$ cat config.mk
export PLATFORM = sky130hd
export DESIGN_NAME = cache_block_top
export DESIGN_NICKNAME = d
export VERILOG_FILES = /design/src/logic/cache_block_pkg.sv /design/src/logic/bank_req_if.sv /design/src/logic/lane_cmd_decode.sv /design/src/logic/bank_pair.sv /design/src/logic/read_return_merge.sv /design/src/logic/write_data_steer.sv /design/src/logic/cache_block_top.sv
export SDC_FILE = /design/constraint.sdc
export NUM_CORES = 2
export LEC_CHECK = 0
export BUFFER_PORTS_ARGS = -buffer_cell sky130_fd_sc_hd__buf_2
export CORE_MARGIN = 4
export CORE_UTILIZATION = 30
export CTS_CLUSTER_SIZE = 28
export DETAILED_ROUTE_END_ITERATION = 12
export GPL_TIMING_DRIVEN = 1
export SLEW_MARGIN = 20
export SYNTH_ARGS = -nofsm -noshare
export SYNTH_HDL_FRONTEND = slang
export SYNTH_SLANG_ARGS = --single-unit
$ cat constraint.sdc
create_clock -name clk -period 3.6 [get_ports clk]
set_input_delay 0.36 -clock clk [delete_from_list [all_inputs] [get_ports clk]]
set_output_delay 0.36 -clock clk [all_outputs]
set_load 0.01 [all_outputs]
$ cat src/logic/cache_block_pkg.sv
`default_nettype none

package cache_block_pkg;

    // lane and bank geometry
    localparam int NUM_LANES  = 4;
    localparam int NUM_PAIRS  = 2;
    localparam int BANK_DEPTH = 16;

    // field widths
    localparam int DATA_W  = 32;
    localparam int BLOCK_W = 3;
    localparam int ROW_W   = 4;
    localparam int TAG_W   = 6;

    typedef enum logic [1:0] {
        OP_READ  = 2'b01,
        OP_WRITE = 2'b10
    } opcode_e;

    // command as it travels on the read and write command chains
    typedef struct packed {
        logic [BLOCK_W-1:0] block_id;
        logic               bank_id;
        logic [ROW_W-1:0]   row;
        logic [TAG_W-1:0]   tag;
        opcode_e            opcode;
    } cache_cmd_t;

    // one word on the east or west data chain
    typedef struct packed {
        cache_cmd_t         cmd;
        logic [DATA_W-1:0]  data;
    } chain_word_t;

endpackage

`default_nettype wire

$ cat src/logic/bank_req_if.sv
`timescale 1ns/1ns
`default_nettype none

interface bank_req_if
    import cache_block_pkg::*;
();

    // one entry per lane of the pair, even lane first
    logic [1:0]       rd_vld;
    cache_cmd_t [1:0] rd_cmd;
    logic [1:0]       wr_vld;
    cache_cmd_t [1:0] wr_cmd;

    modport decoder (output rd_vld, output rd_cmd, output wr_vld, output wr_cmd);

    modport bank (input rd_vld, input rd_cmd, input wr_vld, input wr_cmd);

endinterface

`default_nettype wire

$ cat src/logic/lane_cmd_decode.sv
`timescale 1ns/1ns
`default_nettype none

module lane_cmd_decode
    import cache_block_pkg::*;
#(
    parameter logic [BLOCK_W-1:0] BLOCK_ID = '0
) (
    input  logic             clk,
    input  logic             rst_n,
    input  logic [1:0]       rd_vld,
    input  cache_cmd_t [1:0] rd_cmd,
    input  logic [1:0]       wr_vld,
    input  cache_cmd_t [1:0] wr_cmd,
    bank_req_if.decoder      req,
    output logic [1:0]       ret_vld,
    output cache_cmd_t [1:0] ret_cmd
);

    logic [1:0]       rd_match;
    logic [1:0]       rd_acc;
    logic [1:0]       wr_match;
    logic [1:0]       wr_vld_q;
    cache_cmd_t [1:0] wr_cmd_q;

    always_comb begin
        for (int l = 0; l < 2; l++) begin
            rd_match[l] = rd_vld[l] && (rd_cmd[l].block_id == BLOCK_ID);
            wr_match[l] = wr_vld[l] && (wr_cmd[l].block_id == BLOCK_ID);
        end
    end

    // odd lane loses its read when the even lane takes the same bank
    assign rd_acc[0] = rd_match[0];
    assign rd_acc[1] = rd_match[1]
                    && !(rd_match[0] && (rd_cmd[0].bank_id == rd_cmd[1].bank_id));

    // reads hit the banks in the same cycle
    assign req.rd_vld = rd_match;
    assign req.rd_cmd = rd_cmd;

    // writes wait one cycle so they meet their data word
    assign req.wr_vld = wr_vld_q;
    assign req.wr_cmd = wr_cmd_q;

    always_ff @(posedge clk or negedge rst_n) begin
        if (!rst_n) begin
            wr_vld_q <= '0;
            ret_vld  <= '0;
        end else begin
            wr_vld_q <= wr_match;
            ret_vld  <= rd_acc;
        end
    end

    always_ff @(posedge clk) begin
        wr_cmd_q <= wr_cmd;
        ret_cmd  <= rd_cmd;
    end

endmodule

`default_nettype wire

$ cat src/logic/bank_pair.sv
`timescale 1ns/1ns
`default_nettype none

module bank_pair
    import cache_block_pkg::*;
(
    input  logic                   clk,
    input  logic                   rst_n,
    bank_req_if.bank               req,
    input  logic [1:0][DATA_W-1:0] wr_data,
    output logic [1:0][DATA_W-1:0] rd_data
);

    for (genvar b = 0; b < 2; b++) begin : g_bank
        logic [DATA_W-1:0] mem [BANK_DEPTH];
        logic [1:0]        rd_hit;
        logic [1:0]        wr_hit;
        logic              rd_en;
        logic              wr_en;
        logic [ROW_W-1:0]  rd_row;
        logic [ROW_W-1:0]  wr_row;
        logic [DATA_W-1:0] rd_q;

        // lanes that target this bank
        assign rd_hit[0] = req.rd_vld[0] && (req.rd_cmd[0].bank_id == 1'(b));
        assign rd_hit[1] = req.rd_vld[1] && (req.rd_cmd[1].bank_id == 1'(b));
        assign wr_hit[0] = req.wr_vld[0] && (req.wr_cmd[0].bank_id == 1'(b));
        assign wr_hit[1] = req.wr_vld[1] && (req.wr_cmd[1].bank_id == 1'(b));

        // even lane has priority
        assign rd_en  = |rd_hit;
        assign wr_en  = |wr_hit;
        assign rd_row = rd_hit[0] ? req.rd_cmd[0].row : req.rd_cmd[1].row;
        assign wr_row = wr_hit[0] ? req.wr_cmd[0].row : req.wr_cmd[1].row;

        // read before write on the same row returns the old word
        always_ff @(posedge clk) begin
            if (wr_en) begin
                mem[wr_row] <= wr_data[b];
            end
            if (rd_en) begin
                rd_q <= mem[rd_row];
            end
        end

        assign rd_data[b] = rd_q;
    end

    // both lanes of a pair must not share a bank port in one cycle
    a_rd_bank_conflict: assert property (
        @(posedge clk) disable iff (!rst_n)
        !(req.rd_vld[0] && req.rd_vld[1]
          && (req.rd_cmd[0].bank_id == req.rd_cmd[1].bank_id))
    ) else $error("read conflict on one bank, odd lane dropped");

    a_wr_bank_conflict: assert property (
        @(posedge clk) disable iff (!rst_n)
        !(req.wr_vld[0] && req.wr_vld[1]
          && (req.wr_cmd[0].bank_id == req.wr_cmd[1].bank_id))
    ) else $error("write conflict on one bank, odd lane dropped");

endmodule

`default_nettype wire

$ cat src/logic/read_return_merge.sv
`timescale 1ns/1ns
`default_nettype none

module read_return_merge
    import cache_block_pkg::*;
(
    input  logic                                  clk,
    input  logic                                  rst_n,
    input  logic [NUM_LANES-1:0]                  ret_vld,
    input  cache_cmd_t [NUM_LANES-1:0]            ret_cmd,
    input  logic [NUM_LANES-1:0][1:0][DATA_W-1:0] rd_data,
    input  logic [NUM_LANES-1:0]                  west_data_vld_in,
    input  chain_word_t [NUM_LANES-1:0]           west_data_in,
    output logic [NUM_LANES-1:0]                  east_data_vld_out,
    output chain_word_t [NUM_LANES-1:0]           east_data_out
);

    always_comb begin
        for (int l = 0; l < NUM_LANES; l++) begin
            if (ret_vld[l]) begin
                // local result takes the slot
                east_data_vld_out[l]  = 1'b1;
                east_data_out[l].cmd  = ret_cmd[l];
                east_data_out[l].data = rd_data[l][ret_cmd[l].bank_id];
            end else begin
                east_data_vld_out[l] = west_data_vld_in[l];
                east_data_out[l]     = west_data_in[l];
            end
        end
    end

    // a passing word in the same slot as a read result would vanish
    for (genvar l = 0; l < NUM_LANES; l++) begin : g_chk
        a_slot_collision: assert property (
            @(posedge clk) disable iff (!rst_n)
            !(ret_vld[l] && west_data_vld_in[l])
        ) else $error("read return overwrote a valid west data word on lane %0d", l);
    end

endmodule

`default_nettype wire

$ cat src/logic/write_data_steer.sv
`timescale 1ns/1ns
`default_nettype none

module write_data_steer
    import cache_block_pkg::*;
#(
    parameter logic [BLOCK_W-1:0] BLOCK_ID = '0
) (
    input  logic [NUM_LANES-1:0]                  east_data_vld_in,
    input  chain_word_t [NUM_LANES-1:0]           east_data_in,
    output logic [NUM_PAIRS-1:0][1:0][DATA_W-1:0] wr_data,
    output logic [NUM_LANES-1:0]                  west_data_vld_out,
    output chain_word_t [NUM_LANES-1:0]           west_data_out
);

    logic [NUM_LANES-1:0] consume;

    // write words addressed to this block stop here
    always_comb begin
        for (int l = 0; l < NUM_LANES; l++) begin
            consume[l] = east_data_vld_in[l]
                      && (east_data_in[l].cmd.opcode == OP_WRITE)
                      && (east_data_in[l].cmd.block_id == BLOCK_ID);
        end
    end

    assign west_data_out     = east_data_in;
    assign west_data_vld_out = east_data_vld_in & ~consume;

    // per bank, even lane first, odd lane otherwise
    always_comb begin
        for (int p = 0; p < NUM_PAIRS; p++) begin
            for (int b = 0; b < 2; b++) begin
                if (consume[2*p] && (east_data_in[2*p].cmd.bank_id == 1'(b))) begin
                    wr_data[p][b] = east_data_in[2*p].data;
                end else begin
                    wr_data[p][b] = east_data_in[2*p+1].data;
                end
            end
        end
    end

endmodule

`default_nettype wire

$ cat src/logic/cache_block_top.sv
`timescale 1ns/1ns
`default_nettype none

module cache_block_top
    import cache_block_pkg::*;
#(
    parameter logic [BLOCK_W-1:0] BLOCK_ID = '0
) (
    input  logic                        clk,
    input  logic                        rst_n,

    input  logic [NUM_LANES-1:0]        west_rd_vld_in,
    input  cache_cmd_t [NUM_LANES-1:0]  west_rd_cmd_in,
    output logic [NUM_LANES-1:0]        west_rd_vld_out,
    output cache_cmd_t [NUM_LANES-1:0]  west_rd_cmd_out,
    input  logic [NUM_LANES-1:0]        east_rd_vld_in,
    input  cache_cmd_t [NUM_LANES-1:0]  east_rd_cmd_in,
    output logic [NUM_LANES-1:0]        east_rd_vld_out,
    output cache_cmd_t [NUM_LANES-1:0]  east_rd_cmd_out,

    input  logic [NUM_LANES-1:0]        west_wr_vld_in,
    input  cache_cmd_t [NUM_LANES-1:0]  west_wr_cmd_in,
    output logic [NUM_LANES-1:0]        west_wr_vld_out,
    output cache_cmd_t [NUM_LANES-1:0]  west_wr_cmd_out,
    input  logic [NUM_LANES-1:0]        east_wr_vld_in,
    input  cache_cmd_t [NUM_LANES-1:0]  east_wr_cmd_in,
    output logic [NUM_LANES-1:0]        east_wr_vld_out,
    output cache_cmd_t [NUM_LANES-1:0]  east_wr_cmd_out,

    input  logic [NUM_LANES-1:0]        west_data_vld_in,
    input  chain_word_t [NUM_LANES-1:0] west_data_in,
    output logic [NUM_LANES-1:0]        east_data_vld_out,
    output chain_word_t [NUM_LANES-1:0] east_data_out,
    input  logic [NUM_LANES-1:0]        east_data_vld_in,
    input  chain_word_t [NUM_LANES-1:0] east_data_in,
    output logic [NUM_LANES-1:0]        west_data_vld_out,
    output chain_word_t [NUM_LANES-1:0] west_data_out
);

    logic [NUM_LANES-1:0]                  ret_vld;
    cache_cmd_t [NUM_LANES-1:0]            ret_cmd;
    logic [NUM_PAIRS-1:0][1:0][DATA_W-1:0] pair_rd_data;
    logic [NUM_PAIRS-1:0][1:0][DATA_W-1:0] pair_wr_data;
    logic [NUM_LANES-1:0][1:0][DATA_W-1:0] lane_rd_data;

    // commands pass straight through in both directions
    assign east_rd_vld_out = west_rd_vld_in;
    assign east_rd_cmd_out = west_rd_cmd_in;
    assign west_rd_vld_out = east_rd_vld_in;
    assign west_rd_cmd_out = east_rd_cmd_in;
    assign east_wr_vld_out = west_wr_vld_in;
    assign east_wr_cmd_out = west_wr_cmd_in;
    assign west_wr_vld_out = east_wr_vld_in;
    assign west_wr_cmd_out = east_wr_cmd_in;

    for (genvar p = 0; p < NUM_PAIRS; p++) begin : g_pair
        bank_req_if i_req ();

        // reads come from the west side, writes from the east side
        lane_cmd_decode #(
            .BLOCK_ID (BLOCK_ID)
        ) i_lane_cmd_decode (
            .clk     (clk),
            .rst_n   (rst_n),
            .rd_vld  (west_rd_vld_in[2*p +: 2]),
            .rd_cmd  (west_rd_cmd_in[2*p +: 2]),
            .wr_vld  (east_wr_vld_in[2*p +: 2]),
            .wr_cmd  (east_wr_cmd_in[2*p +: 2]),
            .req     (i_req.decoder),
            .ret_vld (ret_vld[2*p +: 2]),
            .ret_cmd (ret_cmd[2*p +: 2])
        );

        bank_pair i_bank_pair (
            .clk     (clk),
            .rst_n   (rst_n),
            .req     (i_req.bank),
            .wr_data (pair_wr_data[p]),
            .rd_data (pair_rd_data[p])
        );

        // both lanes of a pair see the same two banks
        assign lane_rd_data[2*p]   = pair_rd_data[p];
        assign lane_rd_data[2*p+1] = pair_rd_data[p];
    end

    read_return_merge i_read_return_merge (
        .clk               (clk),
        .rst_n             (rst_n),
        .ret_vld           (ret_vld),
        .ret_cmd           (ret_cmd),
        .rd_data           (lane_rd_data),
        .west_data_vld_in  (west_data_vld_in),
        .west_data_in      (west_data_in),
        .east_data_vld_out (east_data_vld_out),
        .east_data_out     (east_data_out)
    );

    write_data_steer #(
        .BLOCK_ID (BLOCK_ID)
    ) i_write_data_steer (
        .east_data_vld_in  (east_data_vld_in),
        .east_data_in      (east_data_in),
        .wr_data           (pair_wr_data),
        .west_data_vld_out (west_data_vld_out),
        .west_data_out     (west_data_out)
    );

endmodule

`default_nettype wire

# Yosys cells after proc, flatten, opt, wreduce, memory -nomap -nowiden
# Memory sizes are Yosys's and may differ from the RTL's. A register that Yosys moved wholly into a read port is not among the register bits.
# Index checks and enable logic that the tools add are counted.
classes:
  order_cmp: 4
  n_eq_ne: 6
  mux: 36
  bitwise_logic: 12
  n_reduce_logical: 62
op_table:
  columns: ["cell", "count"]
  rows:
  - ["$mux 32", 12]
  - ["$mux 48", 4]
  - ["$logic_and 1x1->1", 40]
  - ["$logic_not 3->1", 12]
  - ["$mux 4", 8]
  - ["$reduce_or 2->1", 8]
  - ["$mux 1", 12]
  - ["$not 1->1", 10]
  - ["$eq 2x2->1 const B", 4]
  - ["$lt 1x2->1 const B", 4]
  - ["$and 4x4->4", 1]
  - ["$not 4->4", 1]
  - ["$eq 1x1->1", 2]
  - ["$logic_not 1->1", 2]
totals:
  regBits: 92
  mem_bits_rw: 2048
  in_bits: 666
  output_inout_bits: 664
  elab_cells: 156
  n_memories: 4
mem_list:
  columns: ["name", "depth", "word_bits", "read_ports", "rd_clocked_by_memory_dff", "wr", "line_no", "source"]
  rows:
  - ["g_pair[0].i_bank_pair.g_bank[0].mem", 16, 32, 1, 1, 1, "bank_pair.sv:15", "logic [DATA_W-1:0] mem [BANK_DEPTH];"]
  - ["g_pair[0].i_bank_pair.g_bank[1].mem", 16, 32, 1, 1, 1, "bank_pair.sv:15", null]
  - ["g_pair[1].i_bank_pair.g_bank[0].mem", 16, 32, 1, 1, 1, "bank_pair.sv:15", null]
  - ["g_pair[1].i_bank_pair.g_bank[1].mem", 16, 32, 1, 1, 1, "bank_pair.sv:15", null]

# Logic depth before layout (Yosys ltp)
logic_depth:
  word_depth: 5
  depth_mapped: 13
  mapped_depth_nobuf: 6

# Cells and area by module
# From an unflattened synthesis, not the netlist that was laid out.
hier_totals:
  cells_unflattened: 6024
  hier_area_um2: 95023.6
modules_own_cells:
  columns: ["module", "n_inst", "cells_per_inst", "area_per_inst_um2"]
  rows:
  - ["bank_pair", 2, 2343, 41283.3]
  - ["read_return_merge", 1, 504, 3893.7]
  - ["lane_cmd_decode", 2, 107, 1705.4]
  - ["write_data_steer", 1, 348, 3110.5]
  - ["cache_block_top", 1, 272, 2042.0]

# Worst setup path after synthesis
# Ideal clock, no wire load.
synth_timing:
  path_type: "input-to-reg"
  startpoint: "input west_rd_cmd_in[62] in the netlist's numbering"
  endpoint: "register g_pair[1].i_bank_pair.g_bank[0].rd_q[0], read port of g_pair[1].i_bank_pair.g_bank[0].mem (enable)"
  arrival_ps: 3370
  required_ps: 3134
  slack_ps: -236
  path_stages: 2
  cell_sequence: "or4b_2 o21ai_0"
synth_via:
  elab_chain_len: 4
synth_lines:
  columns: ["element", "line_no", "source"]
  rows:
  - ["from (decl)", "cache_block_top.sv:13", "input cache_cmd_t [NUM_LANES-1:0] west_rd_cmd_in,"]
  - ["$logic_not 3->1", "lane_cmd_decode.sv:28", "rd_match[l] = rd_vld[l] && (rd_cmd[l].block_id == BLOCK_ID);"]
  - ["$logic_and 1x1->1", "lane_cmd_decode.sv:28", null]
  - ["$logic_and 1x1->1", "bank_pair.sv:26", "assign rd_hit[1] = req.rd_vld[1] && (req.rd_cmd[1].bank_id == 1'(b));"]
  - ["$reduce_or 2->1", "bank_pair.sv:31", "assign rd_en = |rd_hit;"]
  - ["net g_pair[1].i_bank_pair.g_bank[0].rd_en", "bank_pair.sv:18", "logic rd_en;"]
  - ["to (decl)", "bank_pair.sv:22", "logic [DATA_W-1:0] rd_q;"]
# The timed path passes the listed nets, and every way through them passes these cells.

==> out/qor.yml <==
hold_path:
  hold_class: "primary input to flop"
global_routing:
  overflow: 0
  grt_use_met3_pct: 9.47
  met1_usage_pct: 27.4
  grt_pass1_vias: 83420
  grtUsageMet2_pct: 38.4
  grt_max_degree: 132
  antenna_found_initial: 52
  grt_busiest_layer: "met2"
  grt_pass1_wl_mm: 676
  track_usage_pct: 24.3
worst_setup_path:
  cp-start-kind: "flop"
  worstPathArrival_ps: 2990
  cp_slowest_cell: "dfrtp_4"
  path_buf_inv: 2
  cp-end-kind: "output port"
  path_cells: "nor2_1 -> a21oi_1 -> buf_4 -> buf_2"
  critPathKind: "flop to output port"
  crit_family: "flip-flops"
  worstPathRequired_ps: 3240
  r2r_slack_ps: 440
  crit_path_max_fanout: 62
  slowest_delay_ps: 970
cts:
  clk_latency_ps: 900
  cts_hold_buf: 87
  cts_buffers: 269
  cts_buffer_depth: 4
  htreeDepth: 5
  cts.sinks: 2268
  path_clk_slew_ps: 60
  cts-root-buf: "clkbuf_16"
  cts_tree: "built"
  postCtsSetupBuffers: 0
  cts_resized: 0
timing:
  fin_tns_setup_ps: 0
  finalMaxSlewViolations: 0
  max-slew-margin-rel_pct: 20.4
  hold_viol_final: 0
  setup_viol: 0
  fmax_mhz: 299
  rsz0062_at_grt: "no"
  tightest_slew_ps: 1190
  fin_crit_ps: 3350
  min_period_over_period_pct: 93.0
  skew_ps: 80.1
power:
  vdd_drop_max_v: 0.000345
  pwr-share-clk_pct: 43.7
  switching_share_pct: 25.0
  total_leakage_power_nw: 46.0
  switching_power_mw: 15.5
  seq_power_share_pct: 47.2
  finalPower_mw: 62.0
  p_int_mw: 46.5
  combPwrFrac_pct: 9.1
  power_density_nw_per_um2: 465
layout:
  final_util_pct: 35.2
  nets: 10634
  area_growth_pct: 16.9
  drive_gt1_share_pct: 20.9
floorplan:
  die_h_microns: 624
  die_x_microns: 624
  fp-row-count: 226
  io_pins: 1330
  fp.coreArea_sq_um: 379000
  initial_utilization_pct: 30.1
  dieArea_sq_um: 390000
placed_design:
  port_buffers: 909
  gp_congestion: 0.953
  dpl.hpwl_mm: 325
route:
  wl_per_cell_microns: 32.7
  drc_errors: 0
  routed_via_density: 5.83
  drt_first_pass_iters: 6
  routed_wl_mm: 498
  vias: 88963
  postRouteAntennaNets: 0
  drtIter0Drc: 11307
run:
  cap_violations: 0
synth:
  yosys.area.top_type_share_pct: 57.3
  syn_inst: 9617
  yosysTopAreaCell: "edfxtp_1"
  avgSynthCellArea_sq_um: 11.9
  async_reset_ff_share_pct: 0.353
  synth.net_count: 10283
  synthesis.area_sq_um: 114000
  ys_warn_count: 0
  synth.area.top_cells: "edfxtp_1, nand2b_1, mux2i_1"
  synth_cell_type_count: 70
  seq_area_frac_synth_pct: 59.0
  ys_ff_latch: 2268
  synth-edff-count: 2176
  synth_ff_type: "edfxtp_1"
status:
  status: "finished, final reports clean"
final cells by class:
cell class	instances	area (sq um)
Tap cell	5016	6280
Clock buffer	336	7060
Multi-Input combinational cell	5919	40200
Clock inverter	139	1580
Sequential cell	2268	67200
Antenna cell	60	150
Fill cell	36859	245000
Timing Repair Buffer	1422	10400
Inverter	88	360
cells in the final DEF (no fill, tap or decap), types with 247 or more instances in the layout:
cell type,synthesis,layout
buf_2,107,901
mux2_2,266,266
a21oi_1,489,480
a2111oi_0,247,247
mux2i_1,379,378
nor2_1,350,279
edfxtp_1,2176,2176
nand2b_1,680,679
buf_4,488,291
nand2_1,822,819
clkbuf_16,0,271
a211oi_1,362,362
a22oi_1,383,383
kinds of logic after synthesis:
group | count (synthesis) | share of synthesized area [%]
XOR/XNOR | 2 | 0.0154
buffers and inverters | 1430 | 6.50
AND/OR/NAND/NOR | 2596 | 11.9
multiplexers | 646 | 5.97
flip-flops | 2268 | 59.0
AO/OA/AOI/OAI | 2675 | 16.7
synth_stat cells (68+ instances only):
cell and count:
dfxtp_1 84, clkbuf_1 675, a211oi_1 362, a21oi_1 489
a2bb2oi_1 79, o2111ai_1 128, nor2b_1 170, a221oi_1 78
edfxtp_1 2176, mux2_2 266, nand2_1 822, a21o_1 78
o22ai_1 202, nor3_1 71, nand4b_1 68, o21ai_0 187
buf_4 488, o21bai_1 183, mux2i_1 379, a22oi_1 383
nor2_1 350, nand3_1 157, nand2b_1 680, buf_2 107
a2111oi_0 247, inv_1 85
power by group through the flow:
stage               sequential [mW]  combinational [mW]  clock, mW
global placement               29.8                5.37          0
finish                         29.3                5.64       27.1
detailed placement             29.8                5.42          0
CTS                            29.3                5.51       27.3
global route                   29.3                5.88       28.5
floorplan                      29.7                3.32          0
path summary, 6_finish.rpt:
check	startpoint	endpoint	depth (start not counted)
max	g_pair[1].i_lane_cmd_decode.ret_vld[1]	east_data_out[157]	4
min	east_data_in[30]	g_pair[0].i_bank_pair.g_bank[1].mem[10][30]	2
max reg2reg	g_pair[0].i_lane_cmd_decode.req.wr_vld[0]	g_pair[0].i_bank_pair.g_bank[0].mem[9][5]	5
min reg2reg	g_pair[0].i_bank_pair.g_bank[0].mem[4][18]	g_pair[0].i_bank_pair.g_bank[0].rd_q[18]	2
max in group asynchronous	rst_n	g_pair[0].i_lane_cmd_decode.ret_vld[0]	2
min in group asynchronous	rst_n	g_pair[0].i_lane_cmd_decode.ret_vld[1]	2
layer usage:
layer / part of all wire, % / vias up
li1: - / 37263
met1: 34 / 44336
met2: 46 / 6124
met3: 13 / 1218
met4: 7.2 / 22
met5: 0.036 / -
per-stage QoR:
step | hold WS, ps | instances | area [sq um] | setup WS [ps]
after floorplan | 64.4 | 9617 | 114000 | -229
after global placement | 475 | 14626 | 124000 | 202
after detailed placement | 478 | 14626 | 124000 | 270
after CTS | 2.22 | 15188 | 133000 | 152
after global routing | 31.5 | 15217 | 133000 | 109
final | 64.6 | 15248 | 133000 | 251
registers in the layout, indices dropped and copies added (netlist names):
name and count:
g_pair.i_lane_cmd_decode.req.wr_vld 4, g_pair.i_bank_pair.g_bank.rd_q 128, g_pair.i_lane_cmd_decode.req.wr_cmd 20, g_pair.i_bank_pair.g_bank.mem 2048, g_pair.i_lane_cmd_decode.ret_vld 4, g_pair.i_lane_cmd_decode.ret_cmd 64
Power figures use the tool's default switching activity.
